**src/common/xadc_pkg.sv**
```systemverilog
////////////////////////////////////////////////////////////////////////////
// Shared widths, limits and word layouts for the ADC readout
////////////////////////////////////////////////////////////////////////////

package xadc_pkg;

    // ADC result width
    localparam int unsigned sample_w = 12;

    // Samples packed into one FIFO word
    localparam int unsigned slots_per_word = 5;

    // Forced frame end after this many words
    localparam int unsigned max_words = 150;

    // PDO channels, one per VMM
    localparam int unsigned vmm_count = 8;

    typedef logic [sample_w-1:0] sample_t;   // One conversion result

    typedef logic [2:0] vmm_sel_t;           // VMM / channel index

    typedef logic [8:0] word_cnt_t;          // Words in the current frame

    ////////////////////////////////////////////////////////////////////////
    // FIFO word
    //   [63]    always zero
    //   [62:60] VMM index
    //   [59:0]  slot 4 .. slot 0, slot 0 in the low bits
    ////////////////////////////////////////////////////////////////////////
    typedef struct packed {
        logic                               hdr_zero;
        vmm_sel_t                           vmm;
        sample_t [slots_per_word-1:0]       slot;
    } pdo_word_t;

    ////////////////////////////////////////////////////////////////////////
    // Run request settings
    ////////////////////////////////////////////////////////////////////////
    typedef struct packed {
        logic [3:0]     vmm_id;         // 0..7 one VMM, 8..15 all VMMs
        logic [10:0]    sample_size;    // Conversions per VMM
        logic [17:0]    delay_in;       // Idle cycles between conversions
    } run_cfg_t;

endpackage

```
**src/rtl/xadc_sequencer.sv**
```systemverilog
`timescale 1ns/1ns

module xadc_sequencer (
    input  logic                clk125,
    input  logic                rst,
    input  logic                run_req,
    input  xadc_pkg::run_cfg_t  cfg,
    input  logic                udp_done,
    input  logic                read_done,
    input  logic                frame_end,
    output logic                busy,
    output logic                read_req,
    output xadc_pkg::vmm_sel_t  vmm_sel,
    output logic                flush
);
    import xadc_pkg::*;

    typedef enum logic [2:0] {
        S_IDLE,
        S_READ,
        S_WAIT,
        S_DELAY,
        S_FLUSH,
        S_DONE
    } seq_state_t;

    seq_state_t     st;
    run_cfg_t       cfg_r;
    logic           all_vmm;
    logic [10:0]    sample_cnt;     // Reads issued for the current VMM
    logic [17:0]    delay_cnt;

    assign all_vmm = cfg_r.vmm_id[3];   // Ids 8..15 sweep every VMM

    // Settings held for the whole run
    always_ff @(posedge clk125)
    begin
        if (st == S_IDLE && run_req)
            cfg_r <= cfg;
    end

    ////////////////////////////////////////////////////////////////////////
    // Run control
    ////////////////////////////////////////////////////////////////////////
    always_ff @(posedge clk125)
    begin
        if (rst)
        begin
            st         <= S_IDLE;
            busy       <= 1'b0;
            read_req   <= 1'b0;
            flush      <= 1'b0;
            vmm_sel    <= '0;
            sample_cnt <= '0;
            delay_cnt  <= '0;
        end
        else
        begin
            read_req <= 1'b0;
            case (st)
                S_IDLE:
                begin
                    if (run_req)
                    begin
                        busy       <= 1'b1;
                        vmm_sel    <= cfg.vmm_id[3] ? vmm_sel_t'(0) : cfg.vmm_id[2:0];
                        sample_cnt <= '0;
                        st         <= S_READ;
                    end
                end

                S_READ:     // First read of the run
                begin
                    read_req   <= 1'b1;
                    sample_cnt <= sample_cnt + 11'd1;
                    st         <= S_WAIT;
                end

                S_WAIT:
                begin
                    if (read_done)
                    begin
                        if (sample_cnt >= cfg_r.sample_size)
                        begin
                            flush <= 1'b1;  // Close the frame
                            st    <= S_FLUSH;
                        end
                        else if (cfg_r.delay_in == '0)
                        begin
                            read_req   <= 1'b1; // Back to back
                            sample_cnt <= sample_cnt + 11'd1;
                        end
                        else
                        begin
                            delay_cnt <= 18'd1;
                            st        <= S_DELAY;
                        end
                    end
                end

                S_DELAY:
                begin
                    if (delay_cnt == cfg_r.delay_in)
                    begin
                        read_req   <= 1'b1;
                        sample_cnt <= sample_cnt + 11'd1;
                        st         <= S_WAIT;
                    end
                    else
                        delay_cnt <= delay_cnt + 18'd1;
                end

                S_FLUSH:
                begin
                    if (frame_end)
                    begin
                        flush <= 1'b0;
                        // Next VMM starts straight away in sweep mode
                        if (all_vmm && vmm_sel < vmm_sel_t'(vmm_count - 1))
                        begin
                            vmm_sel    <= vmm_sel + 3'd1;
                            read_req   <= 1'b1;
                            sample_cnt <= 11'd1;
                            st         <= S_WAIT;
                        end
                        else
                            st <= S_DONE;
                    end
                end

                S_DONE:     // Old request gone and UDP send finished
                begin
                    if (!run_req && udp_done)
                    begin
                        busy <= 1'b0;
                        st   <= S_IDLE;
                    end
                end

                default: st <= S_IDLE;
            endcase
        end
    end

endmodule

```
**src/rtl/adc_channel_reader.sv**
```systemverilog
`timescale 1ns/1ns

module adc_channel_reader (
    input  logic                clk125,
    input  logic                rst,
    input  logic                read_req,
    input  xadc_pkg::vmm_sel_t  vmm_sel,
    input  logic                conv_done,
    input  xadc_pkg::sample_t   conv_result,
    output logic                conv_start,
    output xadc_pkg::vmm_sel_t  conv_channel,
    output logic                sample_valid,
    output xadc_pkg::sample_t   sample,
    output logic                read_done
);

    typedef enum logic [1:0] {
        R_IDLE,
        R_CONV,
        R_DONE
    } rd_state_t;

    rd_state_t st;

    always_ff @(posedge clk125)
    begin
        if (rst)
        begin
            st           <= R_IDLE;
            conv_start   <= 1'b0;
            sample_valid <= 1'b0;
            read_done    <= 1'b0;
        end
        else
        begin
            case (st)
                R_IDLE:
                begin
                    read_done <= 1'b0;
                    if (read_req)
                    begin
                        conv_channel <= vmm_sel;    // PDO of the selected VMM
                        conv_start   <= 1'b1;
                        st           <= R_CONV;
                    end
                end

                R_CONV:     // Conversion in flight
                begin
                    conv_start <= 1'b0;
                    if (conv_done)
                    begin
                        sample       <= conv_result;
                        sample_valid <= 1'b1;
                        st           <= R_DONE;
                    end
                end

                R_DONE:
                begin
                    sample_valid <= 1'b0;
                    read_done    <= 1'b1;   // Packer already has the sample
                    st           <= R_IDLE;
                end

                default: st <= R_IDLE;
            endcase
        end
    end

endmodule

```
**src/packet/pdo_packer.sv**
```systemverilog
`timescale 1ns/1ns

module pdo_packer (
    input  logic                    clk125,
    input  logic                    rst,
    input  logic                    sample_valid,
    input  xadc_pkg::sample_t       sample,
    input  xadc_pkg::vmm_sel_t      vmm_sel,
    input  logic                    word_clear,
    input  logic                    frame_clear,
    output xadc_pkg::pdo_word_t     word,
    output logic                    word_full,
    output logic                    word_pending,
    output xadc_pkg::word_cnt_t     word_count
);
    import xadc_pkg::*;

    logic [2:0] fill;       // Slots written in the open word
    logic       slot_wr;

    // Extra samples on a full word are dropped until the writer clears it
    assign slot_wr      = sample_valid && (fill < 3'(slots_per_word));
    assign word_pending = (fill != 3'd0);

    ////////////////////////////////////////////////////////////////////////
    // Slot filling
    ////////////////////////////////////////////////////////////////////////
    always_ff @(posedge clk125)
    begin
        if (rst)
        begin
            fill      <= '0;
            word_full <= 1'b0;
            word      <= '0;
        end
        else
        begin
            word_full <= 1'b0;
            if (word_clear)
            begin
                fill <= '0;
                word <= '0;     // Unused slots read back as zero
            end
            else if (slot_wr)
            begin
                word.hdr_zero   <= 1'b0;
                word.vmm        <= vmm_sel;
                word.slot[fill] <= sample;
                fill            <= fill + 3'd1;
                if (fill == 3'(slots_per_word - 1))
                    word_full <= 1'b1;  // Same edge as the last slot
            end
        end
    end

    ////////////////////////////////////////////////////////////////////////
    // Words started in this frame
    ////////////////////////////////////////////////////////////////////////
    always_ff @(posedge clk125)
    begin
        if (rst || frame_clear)
            word_count <= '0;
        else if (slot_wr && !word_clear && fill == 3'd0)
            word_count <= word_count + 9'd1;    // Count on the first slot
    end

endmodule

```
**src/packet/frame_writer.sv**
```systemverilog
`timescale 1ns/1ns

module frame_writer (
    input  logic                    clk125,
    input  logic                    rst,
    input  logic                    word_full,
    input  logic                    word_pending,
    input  logic                    flush,
    input  xadc_pkg::pdo_word_t     word,
    input  xadc_pkg::word_cnt_t     word_count,
    output logic                    fifo_wr,
    output xadc_pkg::pdo_word_t     fifo_data,
    output xadc_pkg::word_cnt_t     packet_len,
    output logic                    end_of_data,
    output logic                    frame_end,
    output logic                    word_clear,
    output logic                    frame_clear
);
    import xadc_pkg::*;

    typedef enum logic [1:0] {
        W_IDLE,
        W_WRITE,
        W_CLEAR,
        W_GAP
    } wr_state_t;

    wr_state_t  st;
    logic       accept;
    logic       close_frame;

    assign accept      = (st == W_IDLE) && (word_full || flush);
    assign close_frame = flush || (word_count == word_cnt_t'(max_words));

    // Word and length held for the FIFO
    always_ff @(posedge clk125)
    begin
        if (accept)
        begin
            fifo_data  <= word;
            packet_len <= word_count;
        end
    end

    ////////////////////////////////////////////////////////////////////////
    // FIFO write sequence
    ////////////////////////////////////////////////////////////////////////
    always_ff @(posedge clk125)
    begin
        if (rst)
        begin
            st          <= W_IDLE;
            fifo_wr     <= 1'b0;
            end_of_data <= 1'b0;
            frame_end   <= 1'b0;
            word_clear  <= 1'b0;
            frame_clear <= 1'b0;
        end
        else
        begin
            case (st)
                W_IDLE:
                begin
                    if (accept)
                    begin
                        fifo_wr     <= word_pending;    // Empty flush skips the write
                        end_of_data <= close_frame;
                        frame_end   <= close_frame;
                        frame_clear <= close_frame;
                        st          <= W_WRITE;
                    end
                end

                W_WRITE:
                begin
                    fifo_wr     <= 1'b0;
                    frame_end   <= 1'b0;
                    frame_clear <= 1'b0;
                    word_clear  <= 1'b1;
                    st          <= W_CLEAR;
                end

                W_CLEAR:    // end_of_data spans two cycles
                begin
                    word_clear  <= 1'b0;
                    end_of_data <= 1'b0;
                    st          <= W_GAP;
                end

                W_GAP: st <= W_IDLE;

                default: st <= W_IDLE;
            endcase
        end
    end

endmodule

```
**src/rtl/xadc_readout.sv**
```systemverilog
`timescale 1ns/1ns

module xadc_readout (
    input  logic                    clk125,
    input  logic                    rst,
    input  logic                    run_req,
    input  xadc_pkg::run_cfg_t      cfg,
    input  logic                    udp_done,
    input  logic                    conv_done,
    input  xadc_pkg::sample_t       conv_result,
    output logic                    busy,
    output logic                    conv_start,
    output xadc_pkg::vmm_sel_t      conv_channel,
    output logic                    fifo_wr,
    output xadc_pkg::pdo_word_t     fifo_data,
    output xadc_pkg::word_cnt_t     packet_len,
    output logic                    end_of_data
);
    import xadc_pkg::*;

    ////////////////////////////////////////////////////////////////////////
    // Internal links
    ////////////////////////////////////////////////////////////////////////
    logic       read_req;
    logic       read_done;
    vmm_sel_t   vmm_sel;
    logic       flush;
    logic       frame_end;
    logic       sample_valid;
    sample_t    sample;
    logic       word_full;
    logic       word_pending;
    pdo_word_t  word;
    word_cnt_t  word_count;
    logic       word_clear;
    logic       frame_clear;

    xadc_sequencer u_sequencer (
        .clk125     (clk125),
        .rst        (rst),
        .run_req    (run_req),
        .cfg        (cfg),
        .udp_done   (udp_done),
        .read_done  (read_done),
        .frame_end  (frame_end),
        .busy       (busy),
        .read_req   (read_req),
        .vmm_sel    (vmm_sel),
        .flush      (flush)
    );

    adc_channel_reader u_reader (
        .clk125         (clk125),
        .rst            (rst),
        .read_req       (read_req),
        .vmm_sel        (vmm_sel),
        .conv_done      (conv_done),
        .conv_result    (conv_result),
        .conv_start     (conv_start),
        .conv_channel   (conv_channel),
        .sample_valid   (sample_valid),
        .sample         (sample),
        .read_done      (read_done)
    );

    pdo_packer u_packer (
        .clk125         (clk125),
        .rst            (rst),
        .sample_valid   (sample_valid),
        .sample         (sample),
        .vmm_sel        (vmm_sel),
        .word_clear     (word_clear),
        .frame_clear    (frame_clear),
        .word           (word),
        .word_full      (word_full),
        .word_pending   (word_pending),
        .word_count     (word_count)
    );

    frame_writer u_writer (
        .clk125         (clk125),
        .rst            (rst),
        .word_full      (word_full),
        .word_pending   (word_pending),
        .flush          (flush),
        .word           (word),
        .word_count     (word_count),
        .fifo_wr        (fifo_wr),
        .fifo_data      (fifo_data),
        .packet_len     (packet_len),
        .end_of_data    (end_of_data),
        .frame_end      (frame_end),
        .word_clear     (word_clear),
        .frame_clear    (frame_clear)
    );

endmodule

```
**config.mk**
```make
export PLATFORM = sky130hd
export DESIGN_NAME = xadc_readout
export DESIGN_NICKNAME = d
export VERILOG_FILES = /design/src/common/xadc_pkg.sv /design/src/rtl/xadc_sequencer.sv /design/src/rtl/adc_channel_reader.sv /design/src/packet/pdo_packer.sv /design/src/packet/frame_writer.sv /design/src/rtl/xadc_readout.sv
export SDC_FILE = /design/constraint.sdc
export NUM_CORES = 1
export LEC_CHECK = 0
export ABC_CLOCK_PERIOD_IN_PS = 3400
export BUFFER_PORTS_ARGS = -buffer_cell sky130_fd_sc_hd__buf_2
export CAP_MARGIN = 20
export CELL_PAD_IN_SITES_DETAIL_PLACEMENT = 0
export CELL_PAD_IN_SITES_GLOBAL_PLACEMENT = 1
export CORE_UTILIZATION = 40
export CTS_BUF_LIST = sky130_fd_sc_hd__clkbuf_2 sky130_fd_sc_hd__clkbuf_4 sky130_fd_sc_hd__clkbuf_8
export CTS_CLUSTER_SIZE = 10
export DETAILED_ROUTE_END_ITERATION = 7
export HOLD_SLACK_MARGIN = 0.1
export PLACE_DENSITY_LB_ADDON = 0.15
export SETUP_SLACK_MARGIN = 0.4
export SYNTH_ARGS = -nofsm -noshare
export SYNTH_HDL_FRONTEND = slang
export SYNTH_SLANG_ARGS = --single-unit
```
**constraint.sdc**
```tcl
create_clock -name clk125 -period 3.4 [get_ports clk125]
set_input_delay 0.68 -clock clk125 [delete_from_list [all_inputs] [get_ports clk125]]
set_output_delay 0.68 -clock clk125 [all_outputs]
set_load 0.05 [all_outputs]
```
==> flow_summary.json, run 1 <==
{
  "status": "finished, final reports clean",
  "finalSetupViolCount": 0,
  "finalNetCount": 1098,
  "fin_tns_setup_ps": 0,
  "dp_hpwl_um": 14600,
  "syn-instance-count": 883,
  "maxSlewViolCount": 0,
  "track_usage": 0.176,
  "drc": 0,
  "hold_buffers": 0,
  "num_vias": 6856,
  "ir_drop_mv": 0.416,
  "antenna_found_initial": 1,
  "crit_path_max_fanout": 18,
  "viasPerCell": 4.98,
  "critPathLaunchType": "register",
  "synthSimpleGateAreaFrac": 0.160,
  "synth_seq_cells": 242,
  "synthMuxAreaShare": 0.00552,
  "synth_xor_area_frac": 0.0230,
  "num-fill-cells": 2284,
  "gp_congestion": 0.798,
  "path_cells": "ha_1 -> a21oi_1 -> o21ai_0 -> a221oi_2 -> nand3_1 -> a31o_4 -> or4_1 -> a21oi_1",
  "hold_path_class": "in -> reg",
  "final_antenna_net_count": 0,
  "die-area_um2": 24400,
  "critPathRequiredTime_ps": 3870,
  "end_kind": "register",
  "async_flop_share": 0,
  "yosysMostFrequentCell": "nand2_1",
  "yosys.area_share.adder": 0.0289,
  "synth-edff-count": 117,
  "grt_pass1_vias": 6362,
  "start_util": 0.407,
  "grt_pass1_wl_um": 33500,
  "final_util": 0.485,
  "max_slew_margin": 0.391,
  "rows": 56,
  "syn-num-nets": 955,
  "wire_per_inst_um": 15.3,
  "fmax_mhz": 367,
  "drtPass1Iterations": 4,
  "ys_top_cells_by_count": "170 x nand2_1, 125 x dfxtp_1, 117 x edfxtp_1",
  "yosys.area.top_type": "edfxtp_1",
  "critPathArrivalTime_ps": 3190,
  "ys.flop_type": "dfxtp_1",
  "timing_worst_slew_pin_value_ps": 910,
  "yosysUniqueCellTypes": 65,
  "max_stage_delay_ps": 510,
  "seqCellArea_um2": 6020,
  "cts.sinks": 242,
  "yosys_warnings": 0,
  "synth_top_cells_by_area": "edfxtp_1 37%, dfxtp_1 26%, nand2_1 6.7%",
  "io_pins": 130,
  "cts_setup_buffers": 0,
  "synth_top_family_by_area": "simple AND/OR/NAND/NOR gates",
  "cts_tree": "done",
  "period_share": 0.801,
  "synth_compound_area_frac": 0.122,
  "path_clk_slew_ps": 60,
  "htree_levels": 2,
  "grt_max_degree": 44,
  "synth_area_per_cell_um2": 10.8,
  "drive_gt1_frac": 0.208,
  "cts_root_buffer": "clkbuf_8",
  "coreArea_um2": 23400,
  "synth_seq_area_share": 0.632,
  "drv_cap": 0,
  "cts_buffer_depth": 3,
  "fin_crit_ps": 2720,
  "cts_resized": 0,
  "multiInputGateArea_um2": 3240,
  "syn_to_final_growth_pct": 19.2,
  "clk_latency_ps": 550,
  "netlist_area_um2": 9520,
  "drtIter0Drc": 364,
  "cts_inserted_buffers": 42,
  "die_width_um": 156,
  "leakagePower_nw": 4.16,
  "yosysTopAreaCellShare": 0.369,
  "wl_um": 21100,
  "fp.dieH_um": 156,
  "p_per_area_nw_per_um2": 632,
  "crit_path_frequent_cell": "a21oi_1",
  "num_antenna_cells": 0,
  "final-hold-violation-count": 0,
  "path_class": "reg -> reg",
  "gr-total-overflow": 0,
  "port_buffers": 128,
  "cp_slowest_cell": "a221oi_2",
  "rsz0062_at_grt": "no",
  "worst_clock_skew_ps": 19.0,
  "hold_slack_ps": 317
}
logic make-up (layout without fill, tap and decap cells):
family	Yosys count	count (layout)
and+or+nand+nor	331	331
DFF	242	242
AOI/OAI and AO/OA	191	191
buffers and inverters	66	241
xor gates and xnor gates	25	25
adders and majority gates	22	22
muxes	5	5
other	1	1
sequential cells by signal, summed over array words and instances, names as in the netlist, 2 cells and up:
| name | count |
|---|---|
| u_packer.word | 63 |
| u_sequencer.delay_cnt | 18 |
| u_sequencer.sample_cnt | 11 |
| u_reader.conv_channel | 3 |
| u_writer.fifo_data | 63 |
| u_writer.packet_len | 9 |
| u_packer.fill | 3 |
| u_writer.st | 2 |
| u_sequencer.cfg_r | 29 |
| u_reader.st | 2 |
| u_sequencer.st | 3 |
| u_packer.word_count | 9 |
| u_sequencer.vmm_sel | 3 |
| u_reader.sample | 12 |
worst max-delay path, delay by kind of cell (launching register included):
family	cells	cell delay (ps)
and+or+nand+nor	2	660
AOI/OAI and AO/OA	5	1250
DFF	1	460
adders and majority gates	1	290
through the flow:
stage          instances  power (mW)  cell area (um^2)  worst slack, ps
6_report            1377        7.17             11300              675
5_1_grt             1377        7.57             11300              481
4_1_cts             1376        7.28             11300              675
3_5_place_dp        1300        4.59             10500              684
3_3_place_gp        1300        4.59             10500              783
2_1_floorplan        883        4.28              9520              764
layer usage:
metal	GRT usage	vias up	part of all wire
met5	0	-	0.00066
met4	0.0663	2	0.022
met3	0.0366	46	0.056
met2	0.283	190	0.46
met1	0.232	3155	0.46
li1	-	3463	-
final timing paths:
check | slack (ps) | endpoint | cells after the start | from
max | 680 | u_sequencer.sample_cnt[10] | 8 | u_sequencer.sample_cnt[4]
min | 320 | u_reader.sample[7] | 1 | conv_result[7]
max reg2reg | 680 | u_sequencer.sample_cnt[10] | 8 | u_sequencer.sample_cnt[4]
min reg2reg | 420 | u_writer.fifo_data[17] | 0 | u_packer.word[17]
report_power, final:
part | total (mW) | internal [mW] | switching, mW
sequential | 3.48 | 3.28 | 0.196
combinational | 1.04 | 0.361 | 0.684
clock | 2.65 | 1.46 | 1.19
final cells by class:
type,instances,share of cell area
multi-input combinational,575,0.286
inverter,27,0.00893
tap,319,0.0352
clock buffer,45,0.0540
sequential,242,0.530
clock inverter,31,0.0203
timing repair buffer,138,0.0656
placed cells by master (no fill, tap or decap), types with 9 or more instances in the layout:
cell      Yosys  routed
nand2_1     170     170
clkbuf_8      0      44
a211oi_1     10      10
buf_2         4     128
nor3_1       12      11
nand3_1      28      28
nor2_1       48      48
a31oi_1       9       9
a21oi_1     103     103
inv_1        27      26
clkinv_1      0      10
edfxtp_1    117     117
clkinv_2      0      15
ha_1         22      22
o21ai_0      25      25
and3_1       10      10
xor2_1       23      23
dfxtp_1     125     125
Power figures use the tool's default switching activity.
==> run 2, diff against run 1 <==
Settings changed: ABC_CLOCK_PERIOD_IN_PS 3400 to 2200.
Clock period 3.4 ns to 2.2 ns, I/O delays scaled along.
==> flow_summary.json, run 2 (synthesized netlist as in run 1, its figures left out) <==
{
  "status": "finished, violations left",
  "violations": "setup timing",
  "die_width_um": 156,
  "path_class": "reg -> reg",
  "drv_cap": 0,
  "finalSetupViolCount": 17,
  "drtPass1Iterations": 5,
  "path_clk_slew_ps": 60,
  "leakagePower_nw": 4.89,
  "drc": 0,
  "hold_path_class": "in -> reg",
  "hold_start": "cfg[32]",
  "path_cells": "inv_2 -> ha_4 -> a21oi_2 -> o21ai_2 -> a221oi_2 -> buf_4 -> nand3_4 -> a31o_4 -> or4_4 -> o21ai_2",
  "die-area_um2": 24400,
  "drive_gt1_frac": 0.350,
  "stdcell_count": 1492,
  "holdPathStages": 1,
  "place_area_um2": 11100,
  "cts_buffer_depth": 3,
  "reg2reg_depth": 10,
  "fin_area_um2": 13100,
  "critPathRequiredTime_ps": 2650,
  "grt_max_degree": 68,
  "power_mw": 11.8,
  "final_common_cell": "nand2_1",
  "final_antenna_net_count": 0,
  "reg2reg_from": "u_sequencer.cfg_r[22]",
  "rr_endpoint": "u_sequencer.sample_cnt[9]",
  "final-hold-violation-count": 0,
  "wl_um": 23000,
  "rsz0062_at_grt": "yes",
  "path_delay_family": "compound AO/OA/AOI/OAI gates",
  "reg.largest.list": "u_packer.word x63, u_writer.fifo_data x63, u_sequencer.cfg_r x29",
  "place_inst": 1359,
  "num-fill-cells": 2090,
  "holdPathEnd": "u_sequencer.all_vmm",
  "cts_tree": "done",
  "antenna_found_initial": 0,
  "track_usage": 0.188,
  "max_stage_delay_ps": 460,
  "num_antenna_cells": 0,
  "p_per_area_nw_per_um2": 901,
  "ir_drop_mv": 0.719,
  "clk_latency_ps": 540,
  "cp_num_buf_inv": 2,
  "gp_congestion": 0.850,
  "max_slew_margin": 0.443,
  "critPathArrivalTime_ps": 2760,
  "viasPerCell": 4.95,
  "maxSlewViolCount": 0,
  "finalNetCount": 1215,
  "cp_slowest_cell": "or4_4",
  "syn_to_final_growth_pct": 37.5,
  "multiInputGateArea_um2": 3920,
  "io_pins": 130,
  "gr-total-overflow": 0,
  "port_buffers": 128,
  "worst_clock_skew_ps": 23.7,
  "crit_path_frequent_cell": "o21ai_2",
  "grt_pass1_wl_um": 35700,
  "drtIter0Drc": 363,
  "start_util": 0.407,
  "seqCellArea_um2": 6030,
  "cts.sinks": 242,
  "fmax_mhz": 432,
  "wire_per_inst_um": 15.4,
  "hold_slack_ps": 142,
  "crit_path_max_fanout": 7,
  "grt_pass1_vias": 6974,
  "timing_worst_slew_pin_value_ps": 836,
  "end_kind": "register",
  "critPathLaunchType": "register",
  "setup_slack_ps": -116,
  "fin_crit_ps": 2320,
  "period_share": 1.05,
  "cts_root_buffer": "clkbuf_8",
  "fp.dieH_um": 156,
  "num_vias": 7391,
  "htree_levels": 2,
  "rrSetupSlack_ps": -120,
  "rows": 56,
  "final_cell_mix": "159 x nand2_1, 128 x buf_2, 117 x dfxtp_1, 117 x edfxtp_1, 96 x a21oi_1",
  "cts_inserted_buffers": 40,
  "dp_hpwl_um": 14900,
  "coreArea_um2": 23400
}
## run 2: cell types whose count changed in the layout (fill, tap and decap cells not counted), moves of 9 or more
cell / change
nand2_1: -11
clkinv_1: -9
buf_6: +10
clkinv_2: -11
o21ai_0: -17
o21ai_2: +12
buf_4: +63
clkbuf_4: +20
dlygate4sd3_1: +41
## run 2: power by group
group | total [mW] | internal (mW) | switching, mW
combinational | 2.49 | 1.02 | 1.47
clock | 3.95 | 2.20 | 1.74
sequential | 5.36 | 5.08 | 0.278
## run 2: metrics by stage
| stage | util | setup TNS, ps | worst slack (ps) |
|---|---|---|---|
| floorplan | - | -122 | -25.3 |
| global placement | 0.473 | -1000 | -151 |
| detailed placement | 0.473 | -1510 | -224 |
| CTS | 0.544 | -1630 | -174 |
| global route | 0.559 | -3070 | -240 |
| finish | 0.559 | -708 | -116 |
## run 2: repair_timing
item | 4_1_cts | 5_1_grt
cloned | 2 | 0
resized for setup | 76 | 61
endpoints found under the hold margin | 41 | 0
setup buffers | 10 | 8
hold buffers | 41 | 0
endpoints found under the setup margin | 45 | 143
pin swaps | 40 | 42
## run 2: how the worst max path moves through the flow
stage	end	start	cells past startpoint	slack (ps)
after floorplan	u_sequencer.sample_cnt[4]	u_sequencer.cfg_r[24]	9	-30
after global placement	u_sequencer.sample_cnt[7]	u_sequencer.cfg_r[13]	7	-150
after detailed placement	u_sequencer.sample_cnt[9]	u_sequencer.cfg_r[13]	7	-220
after CTS	u_sequencer.sample_cnt[4]	u_sequencer.cfg_r[24]	9	-170
after global routing	u_sequencer.sample_cnt[9]	u_sequencer.cfg_r[10]	9	-240
final	u_sequencer.sample_cnt[9]	u_sequencer.cfg_r[22]	10	-120
## run 2: metal layers
metal	vias to the layer above	part of all wire	track usage
li1	3697	-	-
met1	3464	0.44	0.237
met2	191	0.50	0.324
met3	39	0.048	0.0335
met4	0	0.021	0.0668
met5	-	0	0
## run 2: layout make-up
cell class,count,share of cell area
inverters,27,0.00803
clock inverters,7,0.00373
clock buffers,65,0.0583
multi-input cells,576,0.299
flip-flops and latches,242,0.461
well taps,319,0.0305
repair buffers,256,0.139
